`config.mk`:
```
export PLATFORM = sky130hd
export DESIGN_NAME = pce_io_top
export DESIGN_NICKNAME = d
export VERILOG_FILES = /design/src/pce_io_pkg.sv /design/src/pce_io_top.sv /design/src/audio_mixer.sv /design/src/mouse_port.sv /design/src/pad_port.sv
export SDC_FILE = /design/constraint.sdc
export NUM_CORES = 1
export LEC_CHECK = 0
export BUFFER_PORTS_ARGS = -buffer_cell sky130_fd_sc_hd__buf_2
export CAP_MARGIN = 0
export CELL_PAD_IN_SITES_DETAIL_PLACEMENT = 0
export CELL_PAD_IN_SITES_GLOBAL_PLACEMENT = 1
export CORE_MARGIN = 4
export CORE_UTILIZATION = 42
export DETAILED_ROUTE_END_ITERATION = 10
export PLACE_DENSITY = 0.83
export RECOVER_POWER = 100
export SLEW_MARGIN = 20
export SYNTH_ARGS = -nofsm -noshare
export SYNTH_HDL_FRONTEND = slang
export SYNTH_SLANG_ARGS = --single-unit
```
`constraint.sdc`:
```
create_clock -name clk_sys -period 3.4 [get_ports clk_sys]
set_input_delay 0.85 -clock clk_sys [delete_from_list [all_inputs] [get_ports clk_sys]]
set_output_delay 0.85 -clock clk_sys [all_outputs]
set_load 0.02 [all_outputs]
```
`src/pce_io_pkg.sv`:
```
package pce_io_pkg;

	// ========================================
	// Pad and joypad port types
	// ========================================

	// 3:0 directions, 7:4 I/II/select/run, 11:8 six-button extras
	typedef logic [11:0] pad_buttons_t;
	typedef logic [15:0] pad_word_t;    // Active low, as the console sees it
	typedef logic [3:0]  nibble_t;
	typedef logic [2:0]  port_idx_t;    // Tap port, 0 to 7

	// ========================================
	// Mouse types
	// ========================================

	typedef logic [7:0] mouse_delta_t;

	// Reading order of the four movement nibbles
	typedef enum logic [1:0] {
		X_HIGH,
		X_LOW,
		Y_HIGH,
		Y_LOW
	} mouse_phase_t;

	// ========================================
	// Audio types
	// ========================================

	typedef logic signed [19:0] wide_sample_t;  // PSG and CD audio
	typedef logic signed [15:0] adpcm_sample_t;
	typedef logic signed [21:0] mix_sum_t;      // Headroom for three sources
	typedef logic [19:0]        dac_sample_t;   // Offset binary

	localparam int        NUM_PADS        = 5;
	localparam pad_word_t IDLE_PAD_WORD   = 16'h0FFF;  // Tap ports with no pad
	localparam int        MOUSE_TIMEOUT_W = 15;
	localparam int        ADPCM_SHIFT     = 4;

endpackage
```
`src/pce_io_top.sv`:
```
`timescale 1ns/1ps

module pce_io_top (
	input  logic                      clk_sys,
	input  logic                      rst_n,

	// Pads and controller options
	input  pce_io_pkg::pad_buttons_t  pad_0,
	input  pce_io_pkg::pad_buttons_t  pad_1,
	input  pce_io_pkg::pad_buttons_t  pad_2,
	input  pce_io_pkg::pad_buttons_t  pad_3,
	input  pce_io_pkg::pad_buttons_t  pad_4,
	input  logic                      swap,
	input  logic                      turbotap,
	input  logic                      buttons6,
	input  logic                      mouse_en,

	// Host mouse
	input  logic                      mouse_lbtn,
	input  logic                      mouse_rbtn,
	input  logic [8:0]                mouse_x,
	input  logic [8:0]                mouse_y,
	input  logic                      mouse_strobe,

	// Console joypad port
	input  logic [1:0]                joy_out,
	output pce_io_pkg::nibble_t        joy_in,

	// Audio
	input  pce_io_pkg::wide_sample_t  psg_l,
	input  pce_io_pkg::wide_sample_t  psg_r,
	input  pce_io_pkg::wide_sample_t  cdda_l,
	input  pce_io_pkg::wide_sample_t  cdda_r,
	input  pce_io_pkg::adpcm_sample_t adpcm,
	output pce_io_pkg::dac_sample_t   audio_l,
	output pce_io_pkg::dac_sample_t   audio_r
);

	pce_io_pkg::nibble_t mouse_nibble;

	pad_port u_pad_port (
		.clk_sys      (clk_sys),
		.rst_n        (rst_n),
		.pad_0        (pad_0),
		.pad_1        (pad_1),
		.pad_2        (pad_2),
		.pad_3        (pad_3),
		.pad_4        (pad_4),
		.swap         (swap),
		.turbotap     (turbotap),
		.buttons6     (buttons6),
		.mouse_en     (mouse_en),
		.mouse_lbtn   (mouse_lbtn),
		.mouse_rbtn   (mouse_rbtn),
		.mouse_nibble (mouse_nibble),
		.joy_out      (joy_out),
		.joy_in       (joy_in)
	);

	// Mouse steps on the console's clear line
	mouse_port u_mouse_port (
		.clk_sys      (clk_sys),
		.rst_n        (rst_n),
		.clr          (joy_out[1]),
		.mouse_x      (mouse_x),
		.mouse_y      (mouse_y),
		.mouse_strobe (mouse_strobe),
		.mouse_nibble (mouse_nibble)
	);

	audio_mixer u_audio_mixer (
		.clk_sys (clk_sys),
		.rst_n   (rst_n),
		.psg_l   (psg_l),
		.psg_r   (psg_r),
		.cdda_l  (cdda_l),
		.cdda_r  (cdda_r),
		.adpcm   (adpcm),
		.audio_l (audio_l),
		.audio_r (audio_r)
	);

endmodule

```
`src/audio_mixer.sv`:
```
`timescale 1ns/1ps

module audio_mixer (
	input  logic                      clk_sys,
	input  logic                      rst_n,
	input  pce_io_pkg::wide_sample_t  psg_l,
	input  pce_io_pkg::wide_sample_t  psg_r,
	input  pce_io_pkg::wide_sample_t  cdda_l,
	input  pce_io_pkg::wide_sample_t  cdda_r,
	input  pce_io_pkg::adpcm_sample_t adpcm,   // Mono, goes to both sides
	output pce_io_pkg::dac_sample_t   audio_l,
	output pce_io_pkg::dac_sample_t   audio_r
);

	// Saturate to 20 bits, then flip the sign for offset binary
	function automatic pce_io_pkg::dac_sample_t clamp_to_dac(input pce_io_pkg::mix_sum_t s);
		if (s[21:19] == 3'b000 || s[21:19] == 3'b111) begin
			clamp_to_dac = {~s[21], s[18:0]};
		end else if (s[21]) begin
			clamp_to_dac = '0;   // Negative overflow
		end else begin
			clamp_to_dac = '1;   // Positive overflow
		end
	endfunction

	pce_io_pkg::mix_sum_t adpcm_ext;
	pce_io_pkg::mix_sum_t sum_l;
	pce_io_pkg::mix_sum_t sum_r;

	// ADPCM is scaled up to the PSG range
	assign adpcm_ext = pce_io_pkg::mix_sum_t'(adpcm) <<< pce_io_pkg::ADPCM_SHIFT;

	// ========================================
	// Mixing register
	// ========================================

	always_ff @(posedge clk_sys or negedge rst_n) begin
		if (!rst_n) begin
			sum_l <= '0;
			sum_r <= '0;
		end else begin
			sum_l <= pce_io_pkg::mix_sum_t'(psg_l) + pce_io_pkg::mix_sum_t'(cdda_l) + adpcm_ext;
			sum_r <= pce_io_pkg::mix_sum_t'(psg_r) + pce_io_pkg::mix_sum_t'(cdda_r) + adpcm_ext;
		end
	end

	assign audio_l = clamp_to_dac(sum_l);  // Zero sum is midscale
	assign audio_r = clamp_to_dac(sum_r);

endmodule

```
`src/mouse_port.sv`:
```
`timescale 1ns/1ps

module mouse_port (
	input  logic               clk_sys,
	input  logic               rst_n,
	input  logic               clr,
	input  logic [8:0]         mouse_x,
	input  logic [8:0]         mouse_y,
	input  logic               mouse_strobe,
	output pce_io_pkg::nibble_t mouse_nibble
);

	pce_io_pkg::mouse_phase_t               phase;
	pce_io_pkg::mouse_delta_t               pend_x;
	pce_io_pkg::mouse_delta_t               pend_y;
	pce_io_pkg::mouse_delta_t               pub_x;   // Deltas the console reads
	pce_io_pkg::mouse_delta_t               pub_y;
	logic [pce_io_pkg::MOUSE_TIMEOUT_W-1:0] idle_cnt;
	logic                                   clr_d;
	logic                                   clr_rise;

	assign clr_rise = clr && !clr_d;

	always_ff @(posedge clk_sys or negedge rst_n) begin
		if (!rst_n) begin
			clr_d    <= 1'b0;
			idle_cnt <= '0;
			phase    <= pce_io_pkg::Y_LOW;
			pend_x   <= '0;
			pend_y   <= '0;
			pub_x    <= '0;
			pub_y    <= '0;
		end else begin
			clr_d <= clr;

			// Idle timer, held while the console keeps clear high
			if (clr) begin
				idle_cnt <= '0;
			end else if (!(&idle_cnt)) begin
				idle_cnt <= idle_cnt + 1'b1;
			end

			if (&idle_cnt) begin
				phase <= pce_io_pkg::Y_LOW;  // Next clear starts at X_HIGH
			end

			if (clr_rise) begin
				phase <= pce_io_pkg::mouse_phase_t'(phase + 2'd1);
				if (phase == pce_io_pkg::Y_LOW) begin
					pub_x  <= pend_x;  // New group of four
					pub_y  <= pend_y;
					pend_x <= '0;
					pend_y <= '0;
				end
			end

			// Host X runs the other way round
			if (mouse_strobe) begin
				pend_x <= 8'd0 - mouse_x[7:0];
				pend_y <= mouse_y[7:0];
			end
		end
	end

	always_comb begin
		case (phase)
			pce_io_pkg::X_HIGH: mouse_nibble = pub_x[7:4];
			pce_io_pkg::X_LOW:  mouse_nibble = pub_x[3:0];
			pce_io_pkg::Y_HIGH: mouse_nibble = pub_y[7:4];
			default:            mouse_nibble = pub_y[3:0];
		endcase
	end

endmodule

```
`src/pad_port.sv`:
```
`timescale 1ns/1ps

module pad_port (
	input  logic                    clk_sys,
	input  logic                    rst_n,
	input  pce_io_pkg::pad_buttons_t pad_0,
	input  pce_io_pkg::pad_buttons_t pad_1,
	input  pce_io_pkg::pad_buttons_t pad_2,
	input  pce_io_pkg::pad_buttons_t pad_3,
	input  pce_io_pkg::pad_buttons_t pad_4,
	input  logic                    swap,
	input  logic                    turbotap,
	input  logic                    buttons6,
	input  logic                    mouse_en,
	input  logic                    mouse_lbtn,
	input  logic                    mouse_rbtn,
	input  pce_io_pkg::nibble_t      mouse_nibble,
	input  logic [1:0]              joy_out,      // 0 select, 1 clear
	output pce_io_pkg::nibble_t      joy_in
);

	// Host buttons to the console word. Directions go up, right, down, left
	function automatic pce_io_pkg::pad_word_t pad_to_word(input pce_io_pkg::pad_buttons_t pad);
		pad_to_word = ~{4'hF, pad[11:8], pad[1], pad[2], pad[0], pad[3], pad[7:4]};
	endfunction

	pce_io_pkg::pad_buttons_t pad_a;
	pce_io_pkg::pad_buttons_t pad_b;
	pce_io_pkg::pad_word_t    pad_words [pce_io_pkg::NUM_PADS];
	pce_io_pkg::pad_word_t    sel_word;
	logic [7:0]               mouse_byte;
	pce_io_pkg::port_idx_t    port_idx;
	logic [1:0]               joy_out_d;
	logic                     high_half;  // Six-button extras selected
	logic                     sel;
	logic                     clr;

	assign sel = joy_out[0];
	assign clr = joy_out[1];

	assign pad_a = swap ? pad_1 : pad_0;  // Joystick swap
	assign pad_b = swap ? pad_0 : pad_1;

	// Buttons are inverted like the pad nibbles
	assign mouse_byte = {mouse_nibble, ~{pad_a[7:6], mouse_lbtn, mouse_rbtn}};

	always_comb begin
		pad_words[0] = mouse_en ? {mouse_byte, mouse_byte} : pad_to_word(pad_a);
		pad_words[1] = pad_to_word(pad_b);
		pad_words[2] = pad_to_word(pad_2);
		pad_words[3] = pad_to_word(pad_3);
		pad_words[4] = pad_to_word(pad_4);
	end

	always_comb begin
		if (int'(port_idx) < pce_io_pkg::NUM_PADS) begin
			sel_word = pad_words[port_idx];
		end else begin
			sel_word = pce_io_pkg::IDLE_PAD_WORD;  // Ports 5 to 7
		end
	end

	// ========================================
	// Console side of the port
	// ========================================

	always_ff @(posedge clk_sys or negedge rst_n) begin
		if (!rst_n) begin
			joy_in    <= '0;
			joy_out_d <= '0;
			port_idx  <= '0;
			high_half <= 1'b0;
		end else begin
			joy_out_d <= joy_out;
			joy_in    <= sel_word[{high_half, sel, 2'b00} +: 4];

			if (clr) begin
				port_idx <= '0;
				joy_in   <= '0;
				// Each clear edge flips between the two halves of a six-button pad
				if (!joy_out_d[1]) begin
					high_half <= ~high_half && buttons6;
				end
			end else if (sel && !joy_out_d[0] && turbotap) begin
				port_idx <= port_idx + 3'd1;  // Tap steps to the next pad
			end
		end
	end

endmodule

```
# --- Yosys cells after proc, flatten, opt, wreduce, memory -nomap -nowiden ---
# Index checks and enable logic that the tools add are counted.
word_totals:
  regBits: 104
  latch_bits: 0
  ram_bits: 0
  romBits: 0
  inputBits: 185
  out_inout_bits: 44
  word_cells: 83
  n_memories: 0
classes:
  n_addsub: 8
  multipliers: 0
  div_mod_pow: 0
  magnitude_cmp: 2
  n_eq_ne: 6
  shift: 1
  mux: 23
  bitwise: 11
  n_reduce_logical: 19
ops:
  columns: ["cell", "count"]
  rows:
  - ["$mux W20", 4]
  - ["$not A16 Y16", 5]
  - ["$mux W16", 4]
  - ["$bmux W16 S3", 1]
  - ["$add A21 B20 Y22", 2]
  - ["$add A20 B20 Y21", 2]
  - ["$mux W8", 4]
  - ["$mux W15", 2]
  - ["$mux W12", 2]
  - ["$shiftx A16 B5 Y4", 1]
  - ["$add A15 B1 Y15 const B", 1]
  - ["$reduce_and A15 Y1", 1]
  - ["$pmux W4 S3", 1]
  - ["$reduce_bool A2 Y1", 4]
  - ["$sub A1 B8 Y8 const A", 1]
  - ["$eq A3 B3 Y1 const B", 2]
  - ["$logic_not A3 Y1", 2]
  - ["$mux W3", 2]
  - ["$reduce_and A2 Y1", 3]
  - ["$eq A2 B2 Y1 const B", 2]
  - ["$ge A4 B4 Y1 const B", 1]
  - ["$logic_and A1 B1 Y1", 4]
  - ["$mux W2", 2]
  - ["$mux W4", 1]
  - ["11 further kinds", 16]

# --- Longest topological paths before layout ---
logic_depth:
  ltp_word: 9
  depth_mapped: 11
  depth_no_buf: 11

# --- Cells and area by module ---
# A second synthesis with hierarchy kept.
unflattened:
  hier_cells: 836
  hier_area_um2: 8003.9
modules_own_cells:
  columns: ["module", "n_inst", "cells_per_inst", "area_each_um2", "seq_area_each_um2"]
  rows:
  - ["audio_mixer", 1, 453, 4192.8, 1101.1]
  - ["mouse_port", 1, 227, 2411.1, 1253.7]
  - ["pad_port", 1, 156, 1400.1, 250.2]

# --- Least setup slack after synthesis ---
# No wires, ideal clock.
synth_timing:
  path_type: "in2reg"
  start: "in psg_l[1]"
  end: "reg u_audio_mixer.sum_l[19]"
  setup_time_ns: 0.080
  arrival_time_ns: 3.053
  required_ns: 3.320
  setup_slack_ns: 0.267
  cell_stages: 10
  path_buffers: 0
  cell_sequence: "ha_1 > ha_1 > fa_1 > a211oi_2 > o211ai_1 > o211a_1 > a31o_2 > o2bb2ai_1 > o41ai_2 > xnor2_1"
synth_via:
  elab_chain_cells: 2
synth_rtl:
  columns: ["element", "line_no", "source"]
  rows:
  - ["start, declared", "pce_io_top.sv:30", "input pce_io_pkg::wide_sample_t psg_l,"]
  - ["$add A20 B20 Y21", "audio_mixer.sv:42", "sum_l <= pce_io_pkg::mix_sum_t'(psg_l) + pce_io_pkg::mix_sum_t'(cdda_l) + adpcm_ext;"]
  - ["$add A21 B20 Y22", "audio_mixer.sv:42", null]
  - ["end signal, assigned", "audio_mixer.sv:42", null]
  - ["end, declared", "audio_mixer.sv:27", "pce_io_pkg::mix_sum_t sum_l;"]
# Every way passes these cells.
# A chain may end at the register's enable or synchronous reset.

# --- Worst setup path in the final report ---
layout_timing:
  start: "in psg_r[4]"
  end: "reg u_audio_mixer.sum_r[20]"
layout_via:
  elab_chain_cells: 2
layout_rtl:
  columns: ["element", "line_no", "source"]
  rows:
  - ["start, declared", "pce_io_top.sv:31", "input pce_io_pkg::wide_sample_t psg_r,"]
  - ["$add A20 B20 Y21", "audio_mixer.sv:43", "sum_r <= pce_io_pkg::mix_sum_t'(psg_r) + pce_io_pkg::mix_sum_t'(cdda_r) + adpcm_ext;"]
  - ["$add A21 B20 Y22", "audio_mixer.sv:43", null]
  - ["end signal, assigned", "audio_mixer.sv:43", null]
  - ["end, declared", "audio_mixer.sv:28", "pce_io_pkg::mix_sum_t sum_r;"]
# Every way passes these cells.

==> reports/metrics.csv <==
metric;value;unit
antenna_cells;0;
skew;0.00845;ns
slew_headroom;-36.3;%
cp-start-kind;primary input;
synth_commonest_cells;nand2_1 (149), dfrtp_1 (101), ha_1 (55);
die_y;142;um
hp-start;u_mouse_port.pub_x[5]$_DFFE_PN0P_;
yosysMostFrequentCell;nand2_1;
cp.arrival;3.43;ns
dpl.cell_count;1246;
power-per-cell-area;569;nW/um2
synth_top_area_share;33.4;%
design.portCount;229;
violations;max-capacitance violations, max-slew violations;
crit_start;psg_r[4];
antenna_found_initial;2;
ant_nets;0;
dieArea;20200;um2
routedWlPerCell;15.9;um
numPortBuffers;226;
r2r-start;u_mouse_port.phase[0]$_DFFE_PN1P_;
postCtsSetupRepairBufs;0;
synth_flop_cell;dfrtp_1;
period_needed;3.19;ns
leakage;4.46;nW
viasPerCell;5.20;
drt_iter0_drc;380;
clkSinkCount;103;
finalPower;0.00527;W
clockBufferDepth;2;
rsz0062_at_grt;no;
synth_cell_type_count;64;
cp_max_fo;4;
crit_required;3.64;ns
area_delta_synth_final;22.5;%
vias;6558;
async_flop_share;100;%
num_rows;48;
place_ws;-0.0606;ns
postCtsResizedCells;0;
ys_seq_area_share;34.1;%
grt_remaining_overflow;0;
ys_ff_latch;103;
setup_viol;0;
syn-num-nets;1068;
grt_pass1_wl;31900;um
drive_above_1_share;24.8;%
syn_area_per_cell;9.52;um2
grt_pass1_vias;6519;
clock_tree.root_cell;clkbuf_16;
track_usage;19.6;%
synth_area;7560;um2
wl;20000;um
cts_inserted_buffers;9;
drc_errors;0;
crit_path_end_kind;flip-flop;
layout.cells.non_filler;1262;
filler_cell_count;1679;
worst_pin_slew;2.05;ns
drt-pass1-iter-count;5;
fin_crit_sh;93.8;%
grt_max_degree;49;
clk_latency;0.35;ns
worstHoldPathType;flip-flop to flip-flop;
criticalPathCategory;primary input to flip-flop;
final_nets;1306;
synth-edff-count;0;
place_hpwl;16500;um
setup_ws;0.210;ns
hold_viol;0;
initial_core_util;43.2;%
max-cap-violations;1;
coreArea;17500;um2
max_freq;314;MHz
synthTopCellsByArea;dfrtp_1 (33%), ha_1 (9.1%), fa_1 (9.0%);
gp_congestion;0.845;
die_w;142;um
synth_top_cell_by_area;dfrtp_1;
yosys_warnings;0;
vdd.ir_drop.worst;0.000397;V
status;complete, but fails checks;
h-tree-depth;3;
syn_inst;794;
cts_tree;yes;
cts_hold_buf;0;
cts.clk_slew.worst_paths;0.07;ns
slew_violations;39;
## critical path: stages
cell and delay, ns:
buf_2 0.08, inv_1 0.04, fa_1 0.59, inv_1 0.06, ha_1 0.29, nand2_1 0.08, o31a_1 0.33, a211oi_2 0.36
o21ai_0 0.20, o21ai_0 0.29, a21oi_1 0.13, xnor2_1 0.13
## per-layer routing
layer | GRT usage [%] | routed length [um] | vias up | share of wire (%)
li1 | - | - | 3278 | -
met2 | 33.5 | 9670 | 210 | 48
met5 | 0 | 16 | - | 0.080
met4 | 5.71 | 348 | 4 | 1.7
met1 | 24.8 | 8470 | 3036 | 42
met3 | 4.37 | 1530 | 30 | 7.6
## worst paths after layout
path,cells after the start,endpoint,slack [ns]
max,12,u_audio_mixer.sum_r[20]$_DFF_PN0_,0.21
max reg2reg,9,u_pad_port.joy_in[0]$_DFF_PN0_,0.88
max in group asynchronous,2,u_audio_mixer.sum_l[19]$_DFF_PN0_,0.60
min in group asynchronous,1,u_audio_mixer.sum_l[13]$_DFF_PN0_,1.07
min reg2reg,1,u_mouse_port.pub_x[5]$_DFFE_PN0P_,0.51
min,1,u_mouse_port.pub_x[5]$_DFFE_PN0P_,0.51
## flip-flops by register name, summed over array words and instances (netlist names)
name                   flops
u_pad_port.joy_out_d       1
u_audio_mixer.sum_r       22
u_mouse_port.clr_d         1
u_pad_port.high_half       1
u_mouse_port.phase         2
u_pad_port.port_idx        3
u_pad_port.joy_in          4
u_audio_mixer.sum_l       22
u_mouse_port.pend_y        8
u_mouse_port.idle_cnt     15
u_mouse_port.pend_x        8
u_mouse_port.pub_y         8
u_mouse_port.pub_x         8
## final cells by class
class / instances / area [um2] / area share [%]
clock buffers: 9 / 225 / 2.43
inverters: 26 / 97.6 / 1.05
multi-input cells: 638 / 4750 / 51.3
well taps: 225 / 282 / 3.04
repair buffers: 254 / 1250 / 13.5
clock inverters: 7 / 72.6 / 0.784
flip-flops and latches: 103 / 2580 / 27.9
## layout by cell type, fill, tap and decap left out, types with 19 or more instances in the layout
| cell | n |
|---|---|
| a21oi_1 | 44 |
| xnor2_1 | 33 |
| nor2_1 | 51 |
| mux2i_1 | 21 |
| mux2_2 | 25 |
| nand2_1 | 149 |
| fa_1 | 34 |
| clkbuf_1 | 53 |
| ha_1 | 55 |
| buf_2 | 179 |
| dfrtp_1 | 101 |
| xor2_1 | 19 |
| o21ai_0 | 43 |
| inv_1 | 25 |
## where the power goes
group | switching, W | total (W) | internal (W) | leakage, nW
registers | 0.000145 | 0.00172 | 0.00158 | 1.26
clock network | 0.000496 | 0.00101 | 0.000518 | 0.143
logic | 0.00157 | 0.00253 | 0.000959 | 3.05
total | 0.00221 | 0.00527 | 0.00305 | 4.46
## kinds of logic after synthesis
| kind of cell | Yosys count | synth area share [%] |
|---|---|---|
| muxes | 50 | 7.70 |
| xor gates and xnor gates | 52 | 6.03 |
| DFF | 103 | 34.1 |
| buffers and inverters | 53 | 2.81 |
| adders and majority gates | 89 | 18.1 |
| AOI/OAI and AO/OA | 180 | 15.8 |
| and+or+nand+nor | 267 | 15.4 |
## per-stage QoR
stage          utilization, %  hold slack [ns]  instance area [um2]  TNS [ns]
6_report                 53.0            0.511                 9260         0
3_5_place_dp             51.9            0.492                 9080   -0.0798
2_1_floorplan               -            0.470                 7560         0
3_3_place_gp             51.9            0.488                 9080   -0.0241
4_1_cts                  53.7            0.467                 9380         0
5_1_grt                  53.0            0.524                 9260         0
Note: power is estimated with default switching activity, not from simulation.
